`src/logic/microSeqPkg.sv`:
```
package microSeqPkg;

  // Control store geometry
  localparam int addrWidth  = 11;
  localparam int storeDepth = 2048;
  localparam int wordWidth  = 24;

  // Subroutine return stack
  localparam int stackDepth = 16;
  localparam int ptrWidth   = 4;

  //////////////////////////////////////////////////////////////////////
  // Microword layout
  //////////////////////////////////////////////////////////////////////

  // Bits 23..20 are spare and go straight out with the microword
  localparam int jumpLsb   = 0;
  localparam int jumpMsb   = 10;
  localparam int branchLsb = 11;
  localparam int branchMsb = 18;
  localparam int callBit   = 19;

  // Branch modes, top two bits of the branch field
  localparam logic [1:0] modeJump     = 2'd0;
  localparam logic [1:0] modeDispatch = 2'd1;
  localparam logic [1:0] modeSkip     = 2'd2;
  localparam logic [1:0] modeReturn   = 2'd3;

  // Branch field, read as dispatch or as skip selection
  typedef union packed {
    struct packed {
      logic [1:0] mode;
      logic [2:0] dispSrc;
      logic [2:0] spare;
    } dispView;
    struct packed {
      logic [1:0] mode;
      logic [2:0] condSel;
      logic       invert;
      logic [1:0] spare;
    } skipView;
  } branchField_t;

  // Dispatch sources, anything else ORs in nothing
  localparam logic [2:0] srcInstrTarget = 3'd0;
  localparam logic [2:0] srcDispA       = 3'd1;
  localparam logic [2:0] srcDispB       = 3'd2;

  // Trap entry point
  localparam logic [addrWidth-1:0] trapAddr = '1;

  // Diagnostic register offsets, word granular
  localparam logic [2:0] regAddr     = 3'd0;
  localparam logic [2:0] regCtrl     = 3'd1;
  localparam logic [2:0] regLoadAdr  = 3'd2;
  localparam logic [2:0] regLoadData = 3'd3;
  localparam logic [2:0] regStack    = 3'd4;

endpackage

```
`src/logic/dispatchSelect.sv`:
```
`timescale 1ns/1ps

module dispatchSelect
  import microSeqPkg::*;
(
  input  branchField_t         branchSel,
  input  logic [addrWidth-1:0] instrTarget,
  input  logic [3:0]           dispA,
  input  logic [3:0]           dispB,
  input  logic [7:0]           cond,
  input  logic [addrWidth-1:0] stackTop,
  output logic [addrWidth-1:0] mask
);

  logic skipBit;

  // Selected condition, optionally inverted
  assign skipBit = cond[branchSel.skipView.condSel] ^ branchSel.skipView.invert;

  //////////////////////////////////////////////////////////////////////
  // OR mask onto the jump field
  //////////////////////////////////////////////////////////////////////

  always_comb begin
    mask = '0;
    case (branchSel.dispView.mode)
      modeDispatch: begin
        // Dispatch view picks the source
        case (branchSel.dispView.dispSrc)
          srcInstrTarget: mask = instrTarget;
          // Multiway sources land in the low nibble
          srcDispA:       mask = {{(addrWidth-4){1'b0}}, dispA};
          srcDispB:       mask = {{(addrWidth-4){1'b0}}, dispB};
          default:        mask = '0;
        endcase
      end
      modeSkip: begin
        // Skip view sets bit 0 only
        mask = {{(addrWidth-1){1'b0}}, skipBit};
      end
      modeReturn: begin
        // Popped return address
        mask = stackTop;
      end
      default: begin
        mask = '0;
      end
    endcase
  end

endmodule

```
`config.mk`:
```
export PLATFORM = sky130hd
export DESIGN_NAME = dispatchSelect
export DESIGN_NICKNAME = d
export VERILOG_FILES = /design/src/logic/microSeqPkg.sv /design/src/logic/dispatchSelect.sv
export SDC_FILE = /design/constraint.sdc
export NUM_CORES = 1
export LEC_CHECK = 0
export ABC_AREA = 0
export BUFFER_PORTS_ARGS = -buffer_cell sky130_fd_sc_hd__buf_2
export CAP_MARGIN = 5
export CORE_AREA = 2 2 39 41
export DETAILED_ROUTE_END_ITERATION = 8
export DIE_AREA = 0 0 41 43
export PLACE_DENSITY = 0.76
export SLEW_MARGIN = 20
export SYNTH_ARGS = -nofsm -noshare
export SYNTH_HDL_FRONTEND = slang
export SYNTH_SLANG_ARGS = --single-unit
export TNS_END_PERCENT = 50
```
`constraint.sdc`:
```
create_clock -name vclk -period 1.3
set_input_delay 0.065 -clock vclk [all_inputs]
set_output_delay 0.065 -clock vclk [all_outputs]
set_load 0.01 [all_outputs]
```
==> flow_summary.ini <==
[outcome]
status = completed

[clocking]
ctsHoldBuffers = 0
post-cts-setup-buffers = 0

[finish]
seqCellArea_um2 = 0
fin_nets = 143
nClkBuffers = 0
area_delta_synth_final_pct = 108.9
n_antenna_cell = 0
final_area_um2 = 648.1
seq_cells = 0
drive_gt1_share_pct = 69.47

[die]
die_y_um = 43
pin_count = 57
die-area_um2 = 1763
fp.dieW_um = 41
core_region_area_um2 = 1384
rows = 14
start_util_pct = 22.42

[worst_setup_path]
worstSetupStartpoint = branchSel[3]
crit_required_ns = 1.24
crit_buf_inv = 2
slowest_stage = mux4_2
path_delay_family = multiplexers
crit_path_end_kind = output pin
path_depth = 6
cp-start-kind = input pin
cpPeakStageDelay_ns = 0.48
cp.arrival_ns = 1.19
critPathMaxFanout = 3
crit_type = in2out
path_cells = buf_8 > mux4_2 > mux2i_1 > xor2_1 > o32ai_1 > buf_2

[synth]
syn_nets = 84
ys_warn_count = 0
avgSynthCellArea_um2 = 8.166
netlist_instances = 38
yosys.cell_types.count = 18
synth_seq_area_share_pct = 0
netlist_area_um2 = 310.3

[sta]
tightest_slew_ns = 0.2513
min_period_ns = 1.253
setup_violations = 0
slew_headroom_pct = 83.24
rsz0062_at_grt = yes
hold_viol = 0
finalMaxSlewViolations = 0
final.setup.worst_slack_ns = 0.04664
min_period_over_period_pct = 96.41
max_freq_mhz = 797.9

[place]
gp_congestion = 0.6397
place_ws_ns = -0.08205
io_buffers = 55
dpl_cell_area_um2 = 624.3
dpl.hpwl_um = 1092

[drt]
drc_errors = 0
wl_per_cell_um = 11.23
antenna_left = 0
dr.pass1.iters = 4
via_per_inst = 4.928
vias = 547
drtIter0Drc = 2
wl_um = 1247

[global_routing]
overflow = 0
grt_pass1_wl_um = 1849
grt_pass1_vias = 515
grt_start_max_net_pins = 11
antenna_found_initial = 0
grt.total_usage_pct = 14.06

[min_path]
holdPathEnd = mask[5]
worstHoldPathType = in2out
holdPathStages = 3
hold_start = instrTarget[5]

[power_and_ir_drop]
peakVddDrop_uv = 120.6
p_switching_mw = 0.07810
p_sw_share_pct = 40.84
p_per_area_nw_per_um2 = 295.0
sequentialPowerShare_pct = 0
p_int_mw = 0.1131
combPwrFrac_pct = 100.0
power.leakage_nw = 0.3735
pwr-share-clk_pct = 0

[flow_run]
maxCapViolCount = 0
-- area by class of cell --
cell class	count	area, um2
Tap cell	16	20.02
Fill cell	147	735.7
Multi-Input combinational cell	34	301.5
Timing Repair Buffer	60	322.8
Inverter	1	3.754
-- placed cells by master, fill, tap and decap left out, drive strengths merged --
cell,count
a21oi,2
a221oi,1
a22o,10
and2,1
buf,60
inv,1
mux2i,5
mux4,2
nand2,4
nor2,1
nor2b,1
nor3,1
o21ai,3
o32ai,1
or3b,1
xor2,1
-- power by group through the flow --
stage	clock network, mW	registers, mW	logic (mW)
2_1_floorplan	0	0	0.0850
3_3_place_gp	0	0	0.176
3_5_place_dp	0	0	0.183
4_1_cts	0	0	0.187
5_1_grt	0	0	0.211
6_report	0	0	0.191
-- per-stage QoR --
step	power, mW	setup TNS, ns	util, %	hold WS (ns)	std cells
final	0.1912	0	46.84	0.4257	111
after global routing	0.2112	-0.02377	46.84	0.4462	111
after CTS	0.1871	0	45.57	0.4268	111
after detailed placement	0.1827	-0.08205	45.12	0.4263	111
after global placement	0.1764	-0.03225	45.12	0.4256	111
after floorplan	0.08500	0	-	0.2791	38
-- tightest hold or removal path: cells and delay by family --
kind | cells | cell delay (ns)
buffers and inverters | 2 | 0.20
AO/OA/AOI/OAI | 1 | 0.10
-- cell families after synthesis --
| family | count (synthesis) | share of synthesized area, % |
|---|---|---|
| multiplexers | 7 | 31.86 |
| AO/OA/AOI/OAI | 17 | 41.93 |
| XOR/XNOR | 1 | 2.823 |
| buffers and inverters | 4 | 7.258 |
| AND/OR/NAND/NOR | 9 | 16.13 |
-- synth_stat cells --
library cell | n | area, um2
mux4_1 | 1 | 26.28
nor3_2 | 1 | 10.01
a22o_1 | 10 | 87.58
or3b_1 | 1 | 8.760
mux2i_1 | 5 | 50.05
o32ai_1 | 1 | 8.760
a221oi_1 | 1 | 8.760
o21ai_0 | 3 | 15.01
xor2_1 | 1 | 8.760
and2_1 | 1 | 6.260
nor2_1 | 1 | 3.750
nor2b_1 | 1 | 6.260
buf_6 | 1 | 11.26
clkbuf_1 | 2 | 7.510
inv_1 | 1 | 3.750
nand2_1 | 4 | 15.01
mux4_2 | 1 | 22.52
a21oi_1 | 2 | 10.01
-- worst max-delay path by stage --
stage / to
after global placement: mask[0]
final: mask[0]
after detailed placement: mask[0]
after floorplan: mask[0]
after global routing: mask[0]
after CTS: mask[0]
-- routing by layer --
| metal | global-route usage, % | part of all wire (%) | vias to the layer above |
|---|---|---|---|
| met1 | 15.11 | 33 | 239 |
| li1 | - | - | 270 |
| met4 | 0.6667 | 0 | 0 |
| met2 | 28.75 | 55 | 38 |
| met5 | 0 | 0 | - |
| met3 | 0 | 11 | 0 |
-- repair_timing --
| item | CTS | global route |
|---|---|---|
| cloned | 0 | 0 |
| resized for setup | 4 | 4 |
| pin swaps | 2 | 3 |
| endpoints found under the setup margin | 1 | 1 |
Note: power is estimated with default switching activity, not from simulation.
