### src/logic/microSeqPkg.sv
package microSeqPkg;

  // Control store geometry
  localparam int addrWidth  = 11;
  localparam int storeDepth = 2048;
  localparam int wordWidth  = 24;

  // Subroutine return stack
  localparam int stackDepth = 16;
  localparam int ptrWidth   = 4;

  //////////////////////////////////////////////////////////////////////
  // Microword layout
  //////////////////////////////////////////////////////////////////////

  // Bits 23..20 are spare and go straight out with the microword
  localparam int jumpLsb   = 0;
  localparam int jumpMsb   = 10;
  localparam int branchLsb = 11;
  localparam int branchMsb = 18;
  localparam int callBit   = 19;

  // Branch modes, top two bits of the branch field
  localparam logic [1:0] modeJump     = 2'd0;
  localparam logic [1:0] modeDispatch = 2'd1;
  localparam logic [1:0] modeSkip     = 2'd2;
  localparam logic [1:0] modeReturn   = 2'd3;

  // Branch field, read as dispatch or as skip selection
  typedef union packed {
    struct packed {
      logic [1:0] mode;
      logic [2:0] dispSrc;
      logic [2:0] spare;
    } dispView;
    struct packed {
      logic [1:0] mode;
      logic [2:0] condSel;
      logic       invert;
      logic [1:0] spare;
    } skipView;
  } branchField_t;

  // Dispatch sources, anything else ORs in nothing
  localparam logic [2:0] srcInstrTarget = 3'd0;
  localparam logic [2:0] srcDispA       = 3'd1;
  localparam logic [2:0] srcDispB       = 3'd2;

  // Trap entry point
  localparam logic [addrWidth-1:0] trapAddr = '1;

  // Diagnostic register offsets, word granular
  localparam logic [2:0] regAddr     = 3'd0;
  localparam logic [2:0] regCtrl     = 3'd1;
  localparam logic [2:0] regLoadAdr  = 3'd2;
  localparam logic [2:0] regLoadData = 3'd3;
  localparam logic [2:0] regStack    = 3'd4;

endpackage

### src/logic/diagBusPort.sv
`timescale 1ns/1ps

module diagBusPort
  import microSeqPkg::*;
(
  input  logic                 CLK,
  input  logic                 reset,
  input  logic                 cyc,
  input  logic                 stb,
  input  logic                 we,
  input  logic [2:0]           adr,
  input  logic [31:0]          datWrite,
  output logic [31:0]          datRead,
  output logic                 ack,
  input  logic [addrWidth-1:0] microAddr,
  input  logic                 running,
  input  logic [ptrWidth-1:0]  stackPtr,
  input  logic [addrWidth-1:0] stackTop,
  output logic                 runSet,
  output logic                 runClear,
  output logic                 storeWriteEn,
  output logic [addrWidth-1:0] loadAdr,
  output logic [wordWidth-1:0] loadData
);

  logic        access;
  logic        wrAccess;
  logic [31:0] readMux;

  // New cycle seen, ack goes out on the next edge
  assign access   = cyc && stb && !ack;
  assign wrAccess = access && we;

  //////////////////////////////////////////////////////////////////////
  // Write decode, all effects land on the ack edge
  //////////////////////////////////////////////////////////////////////

  assign runSet   = wrAccess && adr == regCtrl && datWrite[0];
  assign runClear = wrAccess && adr == regCtrl && !datWrite[0];
  // Store locked while sequencing, the bus still gets its ack
  assign storeWriteEn = wrAccess && adr == regLoadData && !running;
  assign loadData     = datWrite[wordWidth-1:0];

  always_ff @(posedge CLK) begin
    if (reset) begin
      ack     <= 1'b0;
      loadAdr <= '0;
    end else begin
      ack <= access;
      if (wrAccess && adr == regLoadAdr) begin
        loadAdr <= datWrite[addrWidth-1:0];
      end else if (storeWriteEn) begin
        // Auto increment after each accepted word
        loadAdr <= loadAdr + 1'b1;
      end
    end
  end

  // Readback sources
  always_comb begin
    case (adr)
      regAddr:  readMux = {{(32-addrWidth){1'b0}}, microAddr};
      regCtrl:  readMux = {31'b0, running};
      regStack: readMux = {5'b0, stackTop, 12'b0, stackPtr};
      default:  readMux = '0;
    endcase
  end

  // Captured at the ack edge
  always_ff @(posedge CLK) begin
    if (access && !we) begin
      datRead <= readMux;
    end
  end

  assert property (@(posedge CLK) disable iff (reset) ack |=> !ack);

endmodule

### config.mk
export PLATFORM = sky130hd
export DESIGN_NAME = diagBusPort
export DESIGN_NICKNAME = d
export VERILOG_FILES = /design/src/logic/microSeqPkg.sv /design/src/logic/diagBusPort.sv
export SDC_FILE = /design/constraint.sdc
export NUM_CORES = 1
export LEC_CHECK = 0
export BUFFER_PORTS_ARGS = -buffer_cell sky130_fd_sc_hd__buf_2
export CELL_PAD_IN_SITES_DETAIL_PLACEMENT = 1
export CELL_PAD_IN_SITES_GLOBAL_PLACEMENT = 1
export CORE_ASPECT_RATIO = 0.75
export CORE_UTILIZATION = 29
export DETAILED_ROUTE_END_ITERATION = 10
export PLACE_DENSITY = 0.86
export SYNTH_ARGS = -nofsm -noshare
export SYNTH_HDL_FRONTEND = slang
export SYNTH_SLANG_ARGS = --single-unit
### constraint.sdc
create_clock -name CLK -period 2.4 [get_ports CLK]
set_clock_uncertainty 0.15 [all_clocks]
set_input_delay 0.24 -clock CLK [delete_from_list [all_inputs] [get_ports CLK]]
set_output_delay 0.24 -clock CLK [all_outputs]
set_load 0.05 [all_outputs]
==> flow_summary_export.csv <==
group,metric,value,unit
finish,fillers,779,
clock_tree,clk_pin_slew,0.07,ns
timing,setup-violations-final,0,
critical_path,crit_required,2.47,ns
floorplan,io_pins,138,
critical_path,reg2reg_to,"loadAdr[8]",
timing,max_freq,507.2,MHz
synthesis,synth.area.top_cells,"edfxtp_1, buf_4, dfxtp_1",
global_route,antenna_found_initial,0,
critical_path,crit_slowest_cell,"dfxtp_1",
critical_path,critPathKind,"reg2reg",
global_route,grt_use_total,14.29,%
synthesis,yosysSeqAreaShare,47.03,%
floorplan,core_area,0.006350,mm²
hold_path,whs_path_depth,2,
placed_design,dpl_cell_area,0.002242,mm²
clock_tree,cts_buffer_depth,2,
synthesis,synth_most_common_cell,"buf_4",
outcome,status,"finished clean",
placed_design,post-dp-hpwl,3.884,mm
synthesis,synth_common_cells,"buf_4, edfxtp_1, and2_1",
clock_tree,hold_buffers,0,
synthesis,synth_top_cell_area_share,34.49,%
floorplan,die_w,95.85,µm
critical_path,critPathTopFamily,"simple AND/OR/NAND/NOR gates",
drt,wl_per_cell,14.93,µm
clock_tree,cts_root_buf,"clkbuf_8",
timing,final_max_slew_viol_count,0,
flow_run,cap_viol_max_count,0,
drt,wl_met1,2.114,mm
placed_design,post-place-cells,330,
timing,fin_ws,0.4284,ns
drt,num_vias,1565,
power,max-vdd-ir-drop,0.1956,mV
global_route,grt_max_degree,23,
global_route,overflow,0,
synthesis,ys.flop_type,"edfxtp_1",
finish,drive_gt1_share,40.86,%
synthesis,synth_cell_types,39,
clock_tree,cts_made_buffers,5,
synthesis,syn_area_per_cell,10.35,µm²
critical_path,cp.depth,5,
synthesis,synth_enable_flop_cells,22,
critical_path,max_stage_delay,0.44,ns
timing,rsz0062_at_grt,"no",
drt,ant_nets,0,
power,p_per_area,558.5,mW/mm²
drt,top_layer,"met4",
drt,first_pass_iters,4,
clock_tree,cts_max_level,2,
global_route,grt_pass1_wl,7.348,mm
synthesis,synth.largest_area_cell,"edfxtp_1",
finish,finalNetCount,324,
clock_tree,cts_tree,"done",
timing,slew_headroom,22.30,%
finish,final_cells,338,
finish,fin_area,0.002323,mm²
synthesis,synthCells,185,
clock_tree,clk_latency,0.29,ns
placed_design,globalplace.congestion,0.7228,
timing,period_share,82.15,%
drt,drc_errors,0,
critical_path,crit_chain,"ha_1, nand3_1, or3_1, a311o_1, a21oi_1",
clock_tree,cts_setup_buffers,0,
timing,worst_slew_pin_slew,1.157,ns
timing,finalHoldViolCount,0,
drt,initialDrtViolationCount,67,
floorplan,start_util,30.17,%
synthesis,yosysWarnings,0,
critical_path,reg2regPathDepth,5,
drt,wl_met3,260,µm
critical_path,crit_path_end,"loadAdr[8]",
drt,wl_met2,2.599,mm
placed_design,io_buffers,93,
critical_path,worstReg2RegStart,"loadAdr[0]",
placed_design,place_worst_setup_slack,0.4595,ns
floorplan,dieArea,0.006938,mm²
synthesis,syn_area,0.001916,mm²
timing,timing.setup.tns,0,ns
power,power_leakage,1.008,nW
critical_path,crit_arrival,2.05,ns
clock_tree,clock-sinks,34,
floorplan,row_count,25,
clock_tree,post_cts_resized,0,
global_route,grt_pass1_vias,1450,
power,power,1.298,mW
synthesis,synth_seq_cells,34,
hold_path,hp-class,"in2reg",
synthesis,async_reset_ff_share,0,%
critical_path,endpoint_kind,"register",
finish,num_antenna_cells,0,
timing,layout_min_cycle_time,1.972,ns
critical_path,critPathBufInv,0,
critical_path,crit_start,"loadAdr[0]",
critical_path,r2r_setup_slack,0.43,ns
critical_path,path_max_fanout,7,
critical_path,cp-start-kind,"register",
finish,areaGrowthSynthToFinish,21.29,%
floorplan,die_h,72.39,µm
drt,wl,5.047,mm
drt,viasPerCell,4.630,
==> metal layers <==
| layer | vias to the layer above | global-route usage [%] |
|---|---|---|
| met5 | - | 0 |
| met4 | 0 | 5.307 |
| met3 | 9 | 3.564 |
| met2 | 52 | 24.13 |
| met1 | 744 | 17.61 |
| li1 | 760 | - |
==> registers in the layout, summed over array words and instances, names as in the netlist <==
name / count
loadAdr: 11
ack: 1
datRead: 22
==> power breakdown <==
group,internal (mW),switching [mW]
clock,0.199,0.209
combinational,0.0619,0.185
sequential,0.637,0.00555
total,0.899,0.399
==> layout by cell type, fill, tap and decap left out, drive strengths merged, types with 2 or more instances in the layout <==
cell type  count
nor3           4
nand2          5
dfxtp         12
conb          10
a31oi          2
a22o           3
edfxtp        22
inv            7
nand2b         3
and3b          2
nand4          4
xnor2          2
a211oi         5
clkinv         2
o32ai          5
mux2i          5
nand3          2
clkbuf         6
nor2          14
or3            4
o21a           2
and2          18
buf           94
o21ai          3
a21oi          6
nand3b         2
==> kinds of logic after synthesis <==
family	share of synthesized area, %
fa+ha+maj	0.6531
flops	47.03
buf+inv	16.46
compound gates	11.23
simple gates	20.45
other cells	0.1958
mux	2.613
xor+xnor	1.372
==> worst min path at each step <==
stage / to / startpoint / slack (ns)
after floorplan: loadAdr[10] / reset / 0.21
after global placement: loadAdr[10] / loadAdr[10] / 0.33
after detailed placement: loadData[11] / datWrite[11] / 0.33
after CTS: datRead[6] / microAddr[6] / 0.07
after global routing: datRead[18] / stackTop[2] / 0.07
final: datRead[17] / stackTop[1] / 0.08
==> metrics by stage <==
stage | hold slack, ns | utilization, %
after floorplan | 0.2072 | -
after global placement | 0.3295 | 35.31
after detailed placement | 0.3303 | 35.31
after CTS | 0.07034 | 36.59
after global routing | 0.07056 | 36.59
final | 0.07838 | 36.59
==> cell type report <==
| cell class | count | area (µm²) | share of cell area [%] |
|---|---|---|---|
| timing repair buffer | 94 | 473.0 | 20.36 |
| clock buffer | 6 | 72.57 | 3.123 |
| multi-input combinational | 114 | 740.7 | 31.88 |
| clock inverter | 2 | 8.758 | 0.3770 |
| sequential | 34 | 900.9 | 38.77 |
| inverter | 7 | 26.28 | 1.131 |
| tap | 81 | 101.3 | 4.362 |
Power figures use the tool's default switching activity.
