<file path="config.mk">
export PLATFORM = sky130hd
export DESIGN_NAME = sequencerControl
export DESIGN_NICKNAME = d
export VERILOG_FILES = /design/src/logic/microSeqPkg.sv /design/src/logic/sequencerControl.sv
export SDC_FILE = /design/constraint.sdc
export NUM_CORES = 1
export LEC_CHECK = 0
export BUFFER_PORTS_ARGS = -buffer_cell sky130_fd_sc_hd__buf_4
export CORE_MARGIN = 1.5
export CORE_UTILIZATION = 36
export CTS_BUF_LIST = sky130_fd_sc_hd__clkbuf_4 sky130_fd_sc_hd__clkbuf_8
export DETAILED_ROUTE_END_ITERATION = 6
export HOLD_SLACK_MARGIN = 0.08
export PLACE_DENSITY = 0.87
export SLEW_MARGIN = 20
export SYNTH_ARGS = -nofsm -noshare
export SYNTH_HDL_FRONTEND = slang
export SYNTH_SLANG_ARGS = --single-unit
</file>
<file path="constraint.sdc">
create_clock -name CLK -period 1.7 [get_ports CLK]
set_input_delay 0.34 -clock CLK [delete_from_list [all_inputs] [get_ports CLK]]
set_output_delay 0.34 -clock CLK [all_outputs]
set_load 0.02 [all_outputs]
</file>
<file path="src/logic/microSeqPkg.sv">
package microSeqPkg;

  // Control store geometry
  localparam int addrWidth  = 11;
  localparam int storeDepth = 2048;
  localparam int wordWidth  = 24;

  // Subroutine return stack
  localparam int stackDepth = 16;
  localparam int ptrWidth   = 4;

  //////////////////////////////////////////////////////////////////////
  // Microword layout
  //////////////////////////////////////////////////////////////////////

  // Bits 23..20 are spare and go straight out with the microword
  localparam int jumpLsb   = 0;
  localparam int jumpMsb   = 10;
  localparam int branchLsb = 11;
  localparam int branchMsb = 18;
  localparam int callBit   = 19;

  // Branch modes, top two bits of the branch field
  localparam logic [1:0] modeJump     = 2'd0;
  localparam logic [1:0] modeDispatch = 2'd1;
  localparam logic [1:0] modeSkip     = 2'd2;
  localparam logic [1:0] modeReturn   = 2'd3;

  // Branch field, read as dispatch or as skip selection
  typedef union packed {
    struct packed {
      logic [1:0] mode;
      logic [2:0] dispSrc;
      logic [2:0] spare;
    } dispView;
    struct packed {
      logic [1:0] mode;
      logic [2:0] condSel;
      logic       invert;
      logic [1:0] spare;
    } skipView;
  } branchField_t;

  // Dispatch sources, anything else ORs in nothing
  localparam logic [2:0] srcInstrTarget = 3'd0;
  localparam logic [2:0] srcDispA       = 3'd1;
  localparam logic [2:0] srcDispB       = 3'd2;

  // Trap entry point
  localparam logic [addrWidth-1:0] trapAddr = '1;

  // Diagnostic register offsets, word granular
  localparam logic [2:0] regAddr     = 3'd0;
  localparam logic [2:0] regCtrl     = 3'd1;
  localparam logic [2:0] regLoadAdr  = 3'd2;
  localparam logic [2:0] regLoadData = 3'd3;
  localparam logic [2:0] regStack    = 3'd4;

endpackage

</file>
<file path="src/logic/sequencerControl.sv">
`timescale 1ns/1ps

module sequencerControl
  import microSeqPkg::*;
(
  input  logic                 CLK,
  input  logic                 reset,
  input  logic [wordWidth-1:0] microWord,
  input  logic                 trapReq,
  input  logic                 runSet,
  input  logic                 runClear,
  input  logic [addrWidth-1:0] mask,
  input  logic [addrWidth-1:0] stackTop,
  output logic [addrWidth-1:0] microAddr,
  output logic                 running,
  output logic                 push,
  output logic                 pop,
  output logic [addrWidth-1:0] pushValue,
  output branchField_t         branchSel,
  output logic [addrWidth-1:0] nextAddr
);

  logic [addrWidth-1:0] jump;
  logic [addrWidth-1:0] normalNext;
  logic [1:0]           mode;
  logic                 call;

  // Split the current microword into its fields
  assign jump      = microWord[jumpMsb:jumpLsb];
  assign branchSel = microWord[branchMsb:branchLsb];
  assign call      = microWord[callBit];
  // Mode sits in the same place in both views
  assign mode      = branchSel.dispView.mode;

  // Jump field ORed with whatever the datapath selected
  assign normalNext = jump | mask;
  assign nextAddr   = trapReq ? trapAddr : normalNext;

  //////////////////////////////////////////////////////////////////////
  // Stack ordering
  //////////////////////////////////////////////////////////////////////

  // Trap saves the normal next address and takes the only push slot
  // A return under a trap leaves the stack entry in place
  assign push = running && (trapReq || (call && mode != modeReturn));
  assign pop  = running && !trapReq && mode == modeReturn;
  assign pushValue = trapReq ? normalNext : microAddr + 1'b1;

  // Run flag, set wins over clear
  always_ff @(posedge CLK) begin
    if (reset) begin
      running <= 1'b0;
    end else if (runSet) begin
      running <= 1'b1;
    end else if (runClear) begin
      running <= 1'b0;
    end
  end

  // Address register steps only while running
  always_ff @(posedge CLK) begin
    if (reset) begin
      microAddr <= '0;
    end else if (running) begin
      microAddr <= nextAddr;
    end
  end

  // One stack operation per step
  assert property (@(posedge CLK) disable iff (reset) !(push && pop));

  // Address frozen while stopped
  assert property (@(posedge CLK) disable iff (reset)
    !running |=> microAddr == $past(microAddr));

  // A plain return lands on an address covering the popped entry
  assert property (@(posedge CLK) disable iff (reset)
    (running && !trapReq && mode == modeReturn) |-> ((nextAddr & stackTop) == stackTop));

endmodule

</file>
==> Flow_metrics.wiki <==
{| class="wikitable"
! Metric !! Value
|-
| Run status || finished with violations
|-
| Violations in the final reports || setup timing
|-
| Synthesized Nets || 172
|-
| Final Critical Period || 1.91 ns
|-
| Most frequent cells in the layout || buf_4, nor2_1, nand2_1
|-
| Post-synthesis mux area share || under 10%
|-
| Clock buffer count from CTS || 3
|-
| Main combinational cell family by area after synthesis || simple AND/OR/NAND/NOR gates
|-
| Final total negative setup slack || -1.21 ns
|-
| Most frequent standard cell in the layout excluding fill and tap cells || buf_4
|-
| DR pass1 iterations || 4
|-
| Number of max-slew violations in the final report || 0
|-
| Master cell of the clock root buffer || clkbuf_4
|-
| Sort of element at the end of the critical path || output port
|-
| Synth warn || 0
|-
| Type of the tightest min-delay check || primary input to flip-flop
|-
| CP max FO || 5
|-
| Gpl congestion || 0.817
|-
| Fraction of the mapped netlist area in compound gates || between 10% and 20%
|-
| Boundary pin count || 95
|-
| Antenna violations before repair || 0
|-
| Netlist Area Pre-Place || 900 um2
|-
| Htree depth || 1
|-
| Post-layout instance area || about 0.0017 mm2
|-
| Hold path startpoint || runSet
|-
| Crit share post-route || 113%
|-
| Placed cell areas || 0.00152 mm2
|-
| Areal power density over the cells || between 500 and 600 mW/mm2
|-
| CP required || 1.36 ns
|-
| Number of unique standard cell types used by synthesis || 29
|-
| Number of sinks driven by the clock tree || 12
|-
| Clk slew on worst S/H paths || 0.07 ns
|-
| Post-synthesis to final-layout area growth || 89.0%
|-
| Height of the die || 53.0 um
|-
| Clock latency at the later pin of the worst-skew pair || 0.27 ns
|-
| Transition at the pin with the smallest max-transition slack || 0.317 ns
|-
| Via/cell ratio || 5.60
|-
| Setup-failing EPs final || 7
|-
| DRC violations left || 0
|-
| Detailed-placement wirelength estimate || 2450 um
|-
| Storage cell area || 267 um2
|-
| Area fraction in and, or, nand and nor cells after synthesis || 29.5%
|-
| Vias in the first global route || 1210
|-
| Data arrival time of the worst path || ~1.6 ns
|-
| Fin Clk Skew || 0.00244 ns
|-
| Max IR drop VDD || 0.649 mV
|-
| Number of max-capacitance violations reported || 0
|-
| Count of inserted antenna diode cells || 0
|-
| Die boundary width || between 50 and 60 um
|-
| Mapped Cells || 120
|-
| Pre-CTS WS || -0.00507 ns
|-
| Total power of the final layout || 992 uW
|-
| Overall routing resource usage || 24.6%
|-
| Die Footprint || approximately 0.0028 mm2
|-
| Footprint of the multi-input gates || 638 um2
|-
| Average wire length per cell after detail routing || 15.6 um
|-
| Area share of fa/ha/maj cells after synthesis || 1.39%
|-
| Final Hold Violating Endpoints || 0
|-
| Total of fill cells in the finished design || 166
|-
| Register bit count reported by yosys || 12
|-
| Setup repair after global routing missed its margin || yes
|-
| Sort of element at the start of the critical path || flip-flop
|-
| Starting Density || 39.5%
|-
| Wire length reported by the detailed router || 3560 um
|-
| Avg Synthesized Cell Area || roughly 7.5 um2
|-
| Detailed router's first-iteration violation count || 37
|-
| Standard cell core area || ~0.0023 mm2
|-
| Number of buffers between clock root and the deepest sink || 2
|-
| Number of I/O port buffers || 67
|-
| Pin count of the biggest net entering global routing || 17
|-
| Sequential area share after synthesis || 26.7%
|-
| Worst setup path startpoint || microAddr[9]$_SDFFE_PP0P_
|-
| Worst slew slack as a fraction of its limit || about four fifths
|-
| Synthesized-area fraction occupied by xor and xnor cells || 2.92%
|-
| TritonCTS clock tree || built
|-
| FMAX || 522 MHz
|-
| Class of the most critical setup path || flip-flop to output port
|-
| Wire length of the first global-routing pass || between 5000 and 6000 um
|-
| Num rows || 17
|-
| Layout Utilization || 74.7%
|-
| Number of nets in the layout || 254
|-
| Layout cell share with drive strength beyond 1 || 59.2%
|-
| Setup ws final || -0.214 ns
|-
| Startpoint of the most critical register-to-register path || running$_SDFFE_PP0P_
|-
| Number of nets still failing antenna checks after routing || 0
|-
| Remaining global-route overflow || 0
|-
| Via count || 1282
|-
| Leakage || 0.000763 uW
|}
cell usage after synthesis:
cell	count	area [um2]
nor2b_1	1	6.26
nand3_1	5	25.0
or4_1	3	22.5
o31ai_1	1	7.51
xor2_1	2	17.5
nor2_1	17	63.8
dfxtp_1	12	240
nand3_2	1	10.0
o31a_2	1	10.0
buf_4	8	60.1
nor3_1	1	5.00
ha_1	1	12.5
o211ai_1	2	15.0
a311oi_1	4	35.0
o31a_1	5	43.8
mux2i_1	8	80.1
nand2_1	10	37.5
a21oi_1	3	15.0
a31oi_1	1	6.26
nor4_1	3	18.8
buf_2	4	20.0
nand4_1	2	12.5
clkbuf_1	3	11.3
inv_1	3	11.3
nand2_2	1	6.26
nor3b_1	1	7.51
or3_1	8	50.1
xnor2_1	1	8.76
o21ai_0	8	40.0
worst max-delay path: stages (launching register included):
cell	delay [ns]
dfxtp_1	0.43
nand4_1	0.17
o31a_1	0.31
o31a_1	0.24
buf_4	0.16
repair_timing:
item	CTS	global route
gates resized for setup	23	3
hold buffers	0	0
pin swaps	12	0
setup endpoints to repair	8	9
setup buffers	7	0
metal layers:
layer	global-route usage (%)	wire (um)	up-vias	share of wire, %
met3	5.08	247	17	6.9
met5	0	0	-	0
met4	8.55	97	0	2.7
met2	45.8	1860	66	52
met1	27.3	1360	602	38
li1	-	-	597	-
layout make-up:
type	instances	area share, %
inverters	3	0.662
multi-input cells	90	37.5
well taps	28	2.06
repair buffers	92	41.9
flip-flops and latches	12	15.7
clock buffers	4	2.13
kinds of logic (layout without fill, tap and decap cells):
logic type / Yosys count / in the layout
DFF: 12 / 12
AOI/OAI and AO/OA: 25 / 25
buffers and inverters: 18 / 99
xor gates and xnor gates: 3 / 3
muxes: 8 / 8
and+or+nand+nor: 53 / 53
adders and majority gates: 1 / 1
stage by stage:
step | hold WS [ns] | cells
final | 0.273 | 229
after global routing | 0.295 | 229
after CTS | 0.270 | 229
after detailed placement | 0.523 | 218
after global placement | 0.499 | 218
after floorplan | 0.405 | 120
state kept, by name, indices dropped and copies added (netlist names):
register	flops
running	1
microAddr	11
report_power, final:
part / switching [uW] / internal, uW
Combinational: 222 / 218
Sequential: 28.9 / 303
Clock: 89.8 / 130
Total: 341 / 652
path summary, 6_finish.rpt:
check             depth (start not counted)                    endpoint  slack (ns)
setup / recovery                          4               pushValue[10]       -0.21
hold / removal                            3        running$_SDFFE_PP0P_        0.27
setup reg to reg                          3   microAddr[1]$_SDFFE_PP0P_        0.63
hold reg to reg                           2  microAddr[10]$_SDFFE_PP0P_        0.53
Note: power is estimated with default switching activity, not from simulation.
