File: config.mk
export PLATFORM = sky130hd
export DESIGN_NAME = returnStack
export DESIGN_NICKNAME = d
export VERILOG_FILES = /design/src/logic/microSeqPkg.sv /design/src/logic/returnStack.sv
export SDC_FILE = /design/constraint.sdc
export NUM_CORES = 1
export LEC_CHECK = 0
export ABC_AREA = 1
export BUFFER_PORTS_ARGS = -buffer_cell sky130_fd_sc_hd__buf_2
export CAP_MARGIN = 20
export CORE_ASPECT_RATIO = 1.5
export CORE_UTILIZATION = 65
export DETAILED_ROUTE_END_ITERATION = 8
export PLACE_DENSITY = 0.91
export SLEW_MARGIN = 15
export SYNTH_ARGS = -nofsm -noshare
export SYNTH_HDL_FRONTEND = slang
export SYNTH_SLANG_ARGS = --single-unit
File: constraint.sdc
create_clock -name CLK -period 3 [get_ports CLK]
set_input_delay 0.15 -clock CLK [delete_from_list [all_inputs] [get_ports CLK]]
set_output_delay 0.15 -clock CLK [all_outputs]
set_load 0.03 [all_outputs]
File: src/logic/microSeqPkg.sv
package microSeqPkg;

  // Control store geometry
  localparam int addrWidth  = 11;
  localparam int storeDepth = 2048;
  localparam int wordWidth  = 24;

  // Subroutine return stack
  localparam int stackDepth = 16;
  localparam int ptrWidth   = 4;

  //////////////////////////////////////////////////////////////////////
  // Microword layout
  //////////////////////////////////////////////////////////////////////

  // Bits 23..20 are spare and go straight out with the microword
  localparam int jumpLsb   = 0;
  localparam int jumpMsb   = 10;
  localparam int branchLsb = 11;
  localparam int branchMsb = 18;
  localparam int callBit   = 19;

  // Branch modes, top two bits of the branch field
  localparam logic [1:0] modeJump     = 2'd0;
  localparam logic [1:0] modeDispatch = 2'd1;
  localparam logic [1:0] modeSkip     = 2'd2;
  localparam logic [1:0] modeReturn   = 2'd3;

  // Branch field, read as dispatch or as skip selection
  typedef union packed {
    struct packed {
      logic [1:0] mode;
      logic [2:0] dispSrc;
      logic [2:0] spare;
    } dispView;
    struct packed {
      logic [1:0] mode;
      logic [2:0] condSel;
      logic       invert;
      logic [1:0] spare;
    } skipView;
  } branchField_t;

  // Dispatch sources, anything else ORs in nothing
  localparam logic [2:0] srcInstrTarget = 3'd0;
  localparam logic [2:0] srcDispA       = 3'd1;
  localparam logic [2:0] srcDispB       = 3'd2;

  // Trap entry point
  localparam logic [addrWidth-1:0] trapAddr = '1;

  // Diagnostic register offsets, word granular
  localparam logic [2:0] regAddr     = 3'd0;
  localparam logic [2:0] regCtrl     = 3'd1;
  localparam logic [2:0] regLoadAdr  = 3'd2;
  localparam logic [2:0] regLoadData = 3'd3;
  localparam logic [2:0] regStack    = 3'd4;

endpackage

File: src/logic/returnStack.sv
`timescale 1ns/1ps

module returnStack
  import microSeqPkg::*;
(
  input  logic                 CLK,
  input  logic                 reset,
  input  logic                 push,
  input  logic                 pop,
  input  logic [addrWidth-1:0] pushValue,
  output logic [addrWidth-1:0] top,
  output logic [ptrWidth-1:0]  ptr
);

  logic [addrWidth-1:0] entries [stackDepth];
  logic [ptrWidth-1:0]  topIdx;

  // Pointer names the next free slot and top reads the one below
  assign topIdx = ptr - 1'b1;
  assign top    = entries[topIdx];

  //////////////////////////////////////////////////////////////////////
  // Pointer wrapping modulo depth
  //////////////////////////////////////////////////////////////////////

  always_ff @(posedge CLK) begin
    if (reset) begin
      ptr <= '0;
    end else if (push) begin
      ptr <= ptr + 1'b1;
    end else if (pop) begin
      ptr <= ptr - 1'b1;
    end
  end

  // Oldest entry overwritten silently after 16 pushes
  always_ff @(posedge CLK) begin
    if (push) begin
      entries[ptr] <= pushValue;
    end
  end

  // Control side never asks for both in one step
  assert property (@(posedge CLK) disable iff (reset) !(push && pop));

endmodule

==> impl_metrics.tcl, run 1 <==
set metrics [dict create \
    clockRootBuffer "clkbuf_16" \
    syn_area_per_cell_um2 10.3 \
    fin_crit_ns 2.78 \
    ys_seq_elements 180 \
    grt_overflow 0 \
    dieArea_um2 12700 \
    p_clk_frac 0.343 \
    cp_max_fo 92 \
    cp.arrival_ns 2.63 \
    place_hpwl_mm 10.7 \
    portBuffers 29 \
    diodes 0 \
    fp.dieH_um 137 \
    synthesis.area_um2 7930 \
    max-cap-violations 0 \
    first_global_vias 5339 \
    hold_viol_final 0 \
    combPwrFrac 0.193 \
    ys.flop_type "edfxtp_1" \
    synth_top_family_by_area "simple AND/OR/NAND/NOR gates" \
    max_freq_ghz 0.360 \
    dr.pass1.iters 5 \
    reg2reg_slack_ns 0.74 \
    critPathKind "flip-flop to output pin" \
    synth_fa_ha_area_frac 0.00789 \
    synthArstFlopShare 0 \
    clkSinkCount 180 \
    synthCells 774 \
    skew_ns 0.00743 \
    yosysTopAreaCell "edfxtp_1" \
    slew-limit-headroom 0.322 \
    wire_per_inst_um 19.2 \
    muxShareOfSynthArea 0 \
    ctsHtreeMaxLevel 4 \
    drive_above_1_share 0.107 \
    seqPwrFrac 0.464 \
    ant_nets 0 \
    synth_area_leaders "edfxtp_1 (67%), nand2_1 (12%), nand3_1 (8.4%), inv_1 (6.4%), buf_4 (1.3%)" \
    postLayoutSetupSlackWorst_ns 0.219 \
    grt_pass1_wl_mm 28.8 \
    cts_resized 0 \
    finalSetupTns_ns 0 \
    synth_edf_count 176 \
    drc 0 \
    nNetsFinal 827 \
    cts_tree "done" \
    synth_simple_gate_area_frac 0.213 \
    die_w_um 92.2 \
    switching_share 0.301 \
    vias 5624 \
    area_growth_pct 10.6 \
    globalplace.congestion 1.01 \
    setup_violations 0 \
    grt_util_all_layers 0.317 \
    core-area_um2 12000 \
    hold_class "primary input to flip-flop" \
    via_per_inst 5.78 \
    grt_max_degree 93 \
    clkLatencyLatePin_ns 0.43 \
    ir_drop_uv 481 \
    path_cells "inv_2, buf_4, nand3_1, nand2_1, nand2_2, inv_2, nand3_1, nand2_1, buf_2" \
    io-pin-count 30 \
    synth-xor-area-share 0.00520 \
    rsz0062_at_grt "no" \
    first_iter_violations 808 \
    slowest_delay_ns 0.71 \
    timing.hold.ws_ns 0.0939 \
    cts_buffer_depth 2 \
    power_density_nw_per_um2 697 \
    clk_transition_reported_paths_ns 0.06 \
    run_status "finished clean" \
    p_leak_nw 3.82 \
    cts_made_buffers 17 \
    rows 49 \
    slew_viol_final 0 \
    start_util 0.664 \
    critPathCaptureType "output pin" \
    p_sw_mw 1.84 \
    pre_cts_ws_ns 0.721 \
    tightest_slew_ns 1.02 \
    critPathBufInv 4 \
    cp_data_required_time_ns 2.85 \
    synth_top_area_frac 0.666 \
    ys_seq_area_frac 0.676 \
    p_int_mw 4.28 \
    detail_route.wirelength_mm 18.7 \
    synth-compound-area-share 0.00473 \
    cpLargestDelayFamily "buffers and inverters" \
    yosysWarnings 0 \
    startpoint_type "flip-flop" \
    yosysUniqueCellTypes 23 \
    grt_antenna_before_repair 0 \
    syn-num-nets 794 \
    slowest_stage "buf_4" \
    period_share 0.927 \
]
==> placed cells by master, fill, tap and decap left out <==
| master | instances |
|---|---|
| inv_2 | 4 |
| o21a_1 | 1 |
| clkinv_4 | 4 |
| a21oi_1 | 4 |
| nand2_2 | 1 |
| dfxtp_1 | 3 |
| buf_2 | 29 |
| xor2_2 | 1 |
| clkinv_2 | 2 |
| clkbuf_16 | 17 |
| ha_1 | 5 |
| o21ai_0 | 2 |
| dfxtp_2 | 1 |
| inv_1 | 135 |
| buf_4 | 21 |
| clkinv_1 | 3 |
| or2_2 | 1 |
| nor3_1 | 1 |
| xor2_1 | 1 |
| bufinv_16 | 1 |
| nor2_1 | 20 |
| inv_6 | 5 |
| nand2_1 | 246 |
| nand3_1 | 133 |
| edfxtp_1 | 176 |
| nand4_1 | 1 |
| xnor2_2 | 1 |
| dlygate4sd3_1 | 1 |
==> synth_stat cells (2+ instances only) <==
cell	count
edfxtp_1	176
buf_6	2
o21ai_0	2
inv_1	135
inv_2	4
a21oi_1	4
nand3_1	133
dfxtp_1	4
buf_4	14
nor2_1	20
nand2_1	246
ha_1	5
buf_1	3
buf_2	9
clkbuf_1	9
==> through the flow <==
| stage | utilization | total power [mW] | instance area [um^2] | cells |
|---|---|---|---|---|
| 3_3_place_gp | 0.687 | 4.00 | 8210 | 940 |
| 3_5_place_dp | 0.687 | 4.02 | 8210 | 940 |
| 5_1_grt | 0.734 | 6.32 | 8780 | 973 |
| 2_1_floorplan | - | 3.68 | 7930 | 774 |
| 6_report | 0.734 | 6.12 | 8780 | 973 |
| 4_1_cts | 0.734 | 6.11 | 8780 | 973 |
==> flip-flops by register name, summed over array words and instances, names as in the netlist <==
signal / flops
entries: 176
ptr: 4
==> path summary, 6_finish.rpt <==
| check | startpoint | to | cells after the start |
|---|---|---|---|
| hold / removal | pop | ptr[0] | 4 |
| setup / recovery | ptr[0] | top[9] | 9 |
| setup reg to reg | ptr[0] | entries[7][7] | 5 |
| hold reg to reg | ptr[1] | ptr[1] | 2 |
==> cell type report <==
class	count	area [um^2]
Clock inverter	15	130
Inverter	139	522
Fill cell	743	3180
Clock buffer	17	425
Timing Repair Buffer	51	313
Tap cell	153	191
Sequential cell	180	5370
Multi-Input combinational cell	418	1830
==> kinds of logic (layout without fill, tap and decap cells) <==
kind of cell	Yosys count	in the layout
buf+inv	176	222
fa+ha+maj	5	5
simple gates	403	403
compound gates	7	7
flops	180	180
xor+xnor	3	3
==> worst min-delay path: cells and delay by family <==
family                 cells  cell delay, ns
XOR/XNOR                   1            0.06
buffers and inverters      1            0.08
AND/OR/NAND/NOR            2            0.19
==> power by group through the flow <==
| stage | logic [mW] | registers (mW) | clock network [mW] |
|---|---|---|---|
| final | 1.18 | 2.84 | 2.10 |
| after global routing | 1.26 | 2.84 | 2.21 |
| after CTS | 1.16 | 2.84 | 2.11 |
| after detailed placement | 1.13 | 2.89 | 0 |
| after global placement | 1.11 | 2.89 | 0 |
| after floorplan | 0.784 | 2.90 | 0 |
==> layer usage <==
metal,vias to the layer above,part of all wire,GRT usage
met5,-,0,0
met4,0,0.061,0.211
met3,69,0.097,0.0635
met2,415,0.49,0.508
met1,2581,0.36,0.392
li1,2559,-,-
==> timing repair <==
action | CTS | global route
hold buffers | 1 | 0
endpoints found under the hold margin | 3 | 0
buffers inserted | 0 | 0
No activity file was read; power rests on OpenSTA's default activity.
==> run 2: changes to the inputs <==
--- a/config.mk
+++ b/config.mk
@@ -9,9 +9,9 @@
 export BUFFER_PORTS_ARGS = -buffer_cell sky130_fd_sc_hd__buf_2
 export CAP_MARGIN = 20
 export CORE_ASPECT_RATIO = 1.5
-export CORE_UTILIZATION = 65
+export CORE_UTILIZATION = 52
 export DETAILED_ROUTE_END_ITERATION = 8
-export PLACE_DENSITY = 0.91
+export PLACE_DENSITY = 0.77
 export SLEW_MARGIN = 15
 export SYNTH_ARGS = -nofsm -noshare
 export SYNTH_HDL_FRONTEND = slang
==> run 2 against run 1 <==
Hold slack better by 0.016 ns. Flip-flop and latch count unchanged. Non-clock buffer count up 4. Clock power up 7%. Total power up 1.7%. First-iteration DRC count down 27%. Count of clock-buffer cells in the layout unchanged. Fmax down 0.82%. Critical path depth down 1. Cell area up 1.4%. Clock skew down 0.0015 ns. Setup slack worse by 0.023 ns. Highest routed layer unchanged. Largest power group unchanged.
==> impl_metrics.tcl, run 2 (synthesis gave the netlist of run 1 again) <==
set metrics [dict create \
    p_leak_nw 3.86 \
    regMostFlops "entries" \
    cts_resized 0 \
    grt_overflow 0 \
    slowest_stage "dfxtp_1" \
    slew_viol_final 0 \
    diodes 0 \
    max-cap-violations 0 \
    via_per_inst 5.33 \
    ir_drop_uv 447 \
    critPathKind "flip-flop to output pin" \
    cts_tree "done" \
    cp_max_fo 45 \
    slowest_delay_ns 0.45 \
    start_util 0.539 \
    cp.arrival_ns 2.65 \
    rsz0062_at_grt "no" \
    core-area_um2 14700 \
    drc 0 \
    fin_crit_ns 2.80 \
    critPathCaptureType "output pin" \
    cts_made_buffers 17 \
    postLayoutSetupSlackWorst_ns 0.197 \
    period_share 0.934 \
    first_iter_violations 589 \
    setup_violations 0 \
    r2r-end "entries[3][0]" \
    vias 5435 \
    clkLatencyLatePin_ns 0.43 \
    pre_cts_ws_ns 0.670 \
    fp.dieH_um 153 \
    timing.hold.ws_ns 0.110 \
    design_area_um2 8900 \
    place_hpwl_mm 11.7 \
    largest_reg_flops 176 \
    ctsHtreeMaxLevel 4 \
    clkSinkCount 180 \
    rows 54 \
    finalSetupTns_ns 0 \
    slew-limit-headroom 0.367 \
    ant_nets 0 \
    max_freq_ghz 0.357 \
    reg.largest.list "entries (176), ptr (4)" \
    dr.pass1.iters 6 \
    critPathCapture "top[10]" \
    drive_above_1_share 0.114 \
    layout_commonest_cell "nand2_1" \
    power.total_mw 6.23 \
    startpoint_type "flip-flop" \
    die_w_um 103 \
    power_density_nw_per_um2 700 \
    final_cell_mix "nand2_1 (246), edfxtp_1 (176), inv_1 (135), nand3_1 (133), buf_2 (29)" \
    portBuffers 29 \
    place_area_um2 8300 \
    dieArea_um2 15800 \
    hold_viol_final 0 \
    io-pin-count 30 \
    first_global_vias 5258 \
    grt_pass1_wl_mm 28.7 \
    clk_transition_reported_paths_ns 0.06 \
    grt_antenna_before_repair 0 \
    wire_per_inst_um 18.1 \
    crit_top_cell "nand3_1" \
    clockRootBuffer "clkbuf_16" \
    grt_util_all_layers 0.256 \
    regToRegStartpoint "ptr[0]" \
    cts_buffer_depth 2 \
    area_growth_pct 12.2 \
    reg2reg_slack_ns 0.79 \
    path_cells "inv_1, ha_1, buf_4, nand3_1, nand3_1, nand3_1, nand2_1, buf_2" \
    r2r_cells 5 \
    globalplace.congestion 0.962 \
    fillerInstances 1195 \
    nNetsFinal 831 \
    critPathLaunch "ptr[1]" \
    tightest_slew_ns 0.949 \
    grt_max_degree 93 \
    detail_route.wirelength_mm 18.5 \
    hold_class "primary input to flip-flop" \
    skew_ns 0.00596 \
    cp_data_required_time_ns 2.85 \
    run_status "finished clean" \
]
==> run 2: cell types whose count changed in the layout (fill, tap and decap cells not counted) <==
cell        before  now
buf_4           21   25
bufinv_16        1    2
clkinv_1         3    1
clkinv_4         4    2
clkinvlp_4       0    1
inv_6            5    4
inv_8            0    3
==> run 2: layer usage <==
metal  share of wire  GRT usage
met3           0.092     0.0727
met5               0          0
met2            0.50      0.416
met4           0.031      0.105
met1            0.38      0.319
==> run 2: repair_timing <==
action / 4_1_cts / 5_1_grt
hold buffers: 1 / 0
setup buffers: 0 / 0
hold endpoints to repair: 3 / 0
==> run 2: power by group <==
part / leakage [nW] / internal (mW) / switching, mW
registers: 1.62 / 2.82 / 0.0214
logic: 1.94 / 0.311 / 0.834
clock network: 0.292 / 1.25 / 0.993
total: 3.86 / 4.38 / 1.85
==> run 2: worst min-delay path by stage <==
stage / cells past startpoint / endpoint / from / slack [ns]
finish: 4 / ptr[0] / pop / 0.11
global route: 4 / ptr[0] / pop / 0.12
CTS: 4 / ptr[0] / pop / 0.08
detailed placement: 2 / ptr[0] / reset / 0.36
global placement: 2 / ptr[0] / reset / 0.37
floorplan: 1 / ptr[3] / reset / 0.22
==> run 2: per-stage QoR <==
step / instances / util
final: 1020 / 0.604
after detailed placement: 987 / 0.563
after global placement: 987 / 0.563
after global routing: 1020 / 0.604
after CTS: 1020 / 0.604
after floorplan: 774 / -
==> run 2: cell type report <==
class | instances | area [um^2] | area share
flip-flops and latches | 180 | 5370 | 0.603
multi-input cells | 418 | 1830 | 0.206
inverters | 139 | 522 | 0.0586
clock buffers | 17 | 425 | 0.0478
repair buffers | 55 | 343 | 0.0385
well taps | 196 | 245 | 0.0276
clock inverters | 15 | 168 | 0.0188
==> run 2: worst max-delay path: cells and delay by family (launching register included) <==
kind,cells,cell delay (ns)
buffers and inverters,3,0.80
AND/OR/NAND/NOR,4,0.59
flip-flops,1,0.45
adder cells (fa/ha/maj),1,0.35
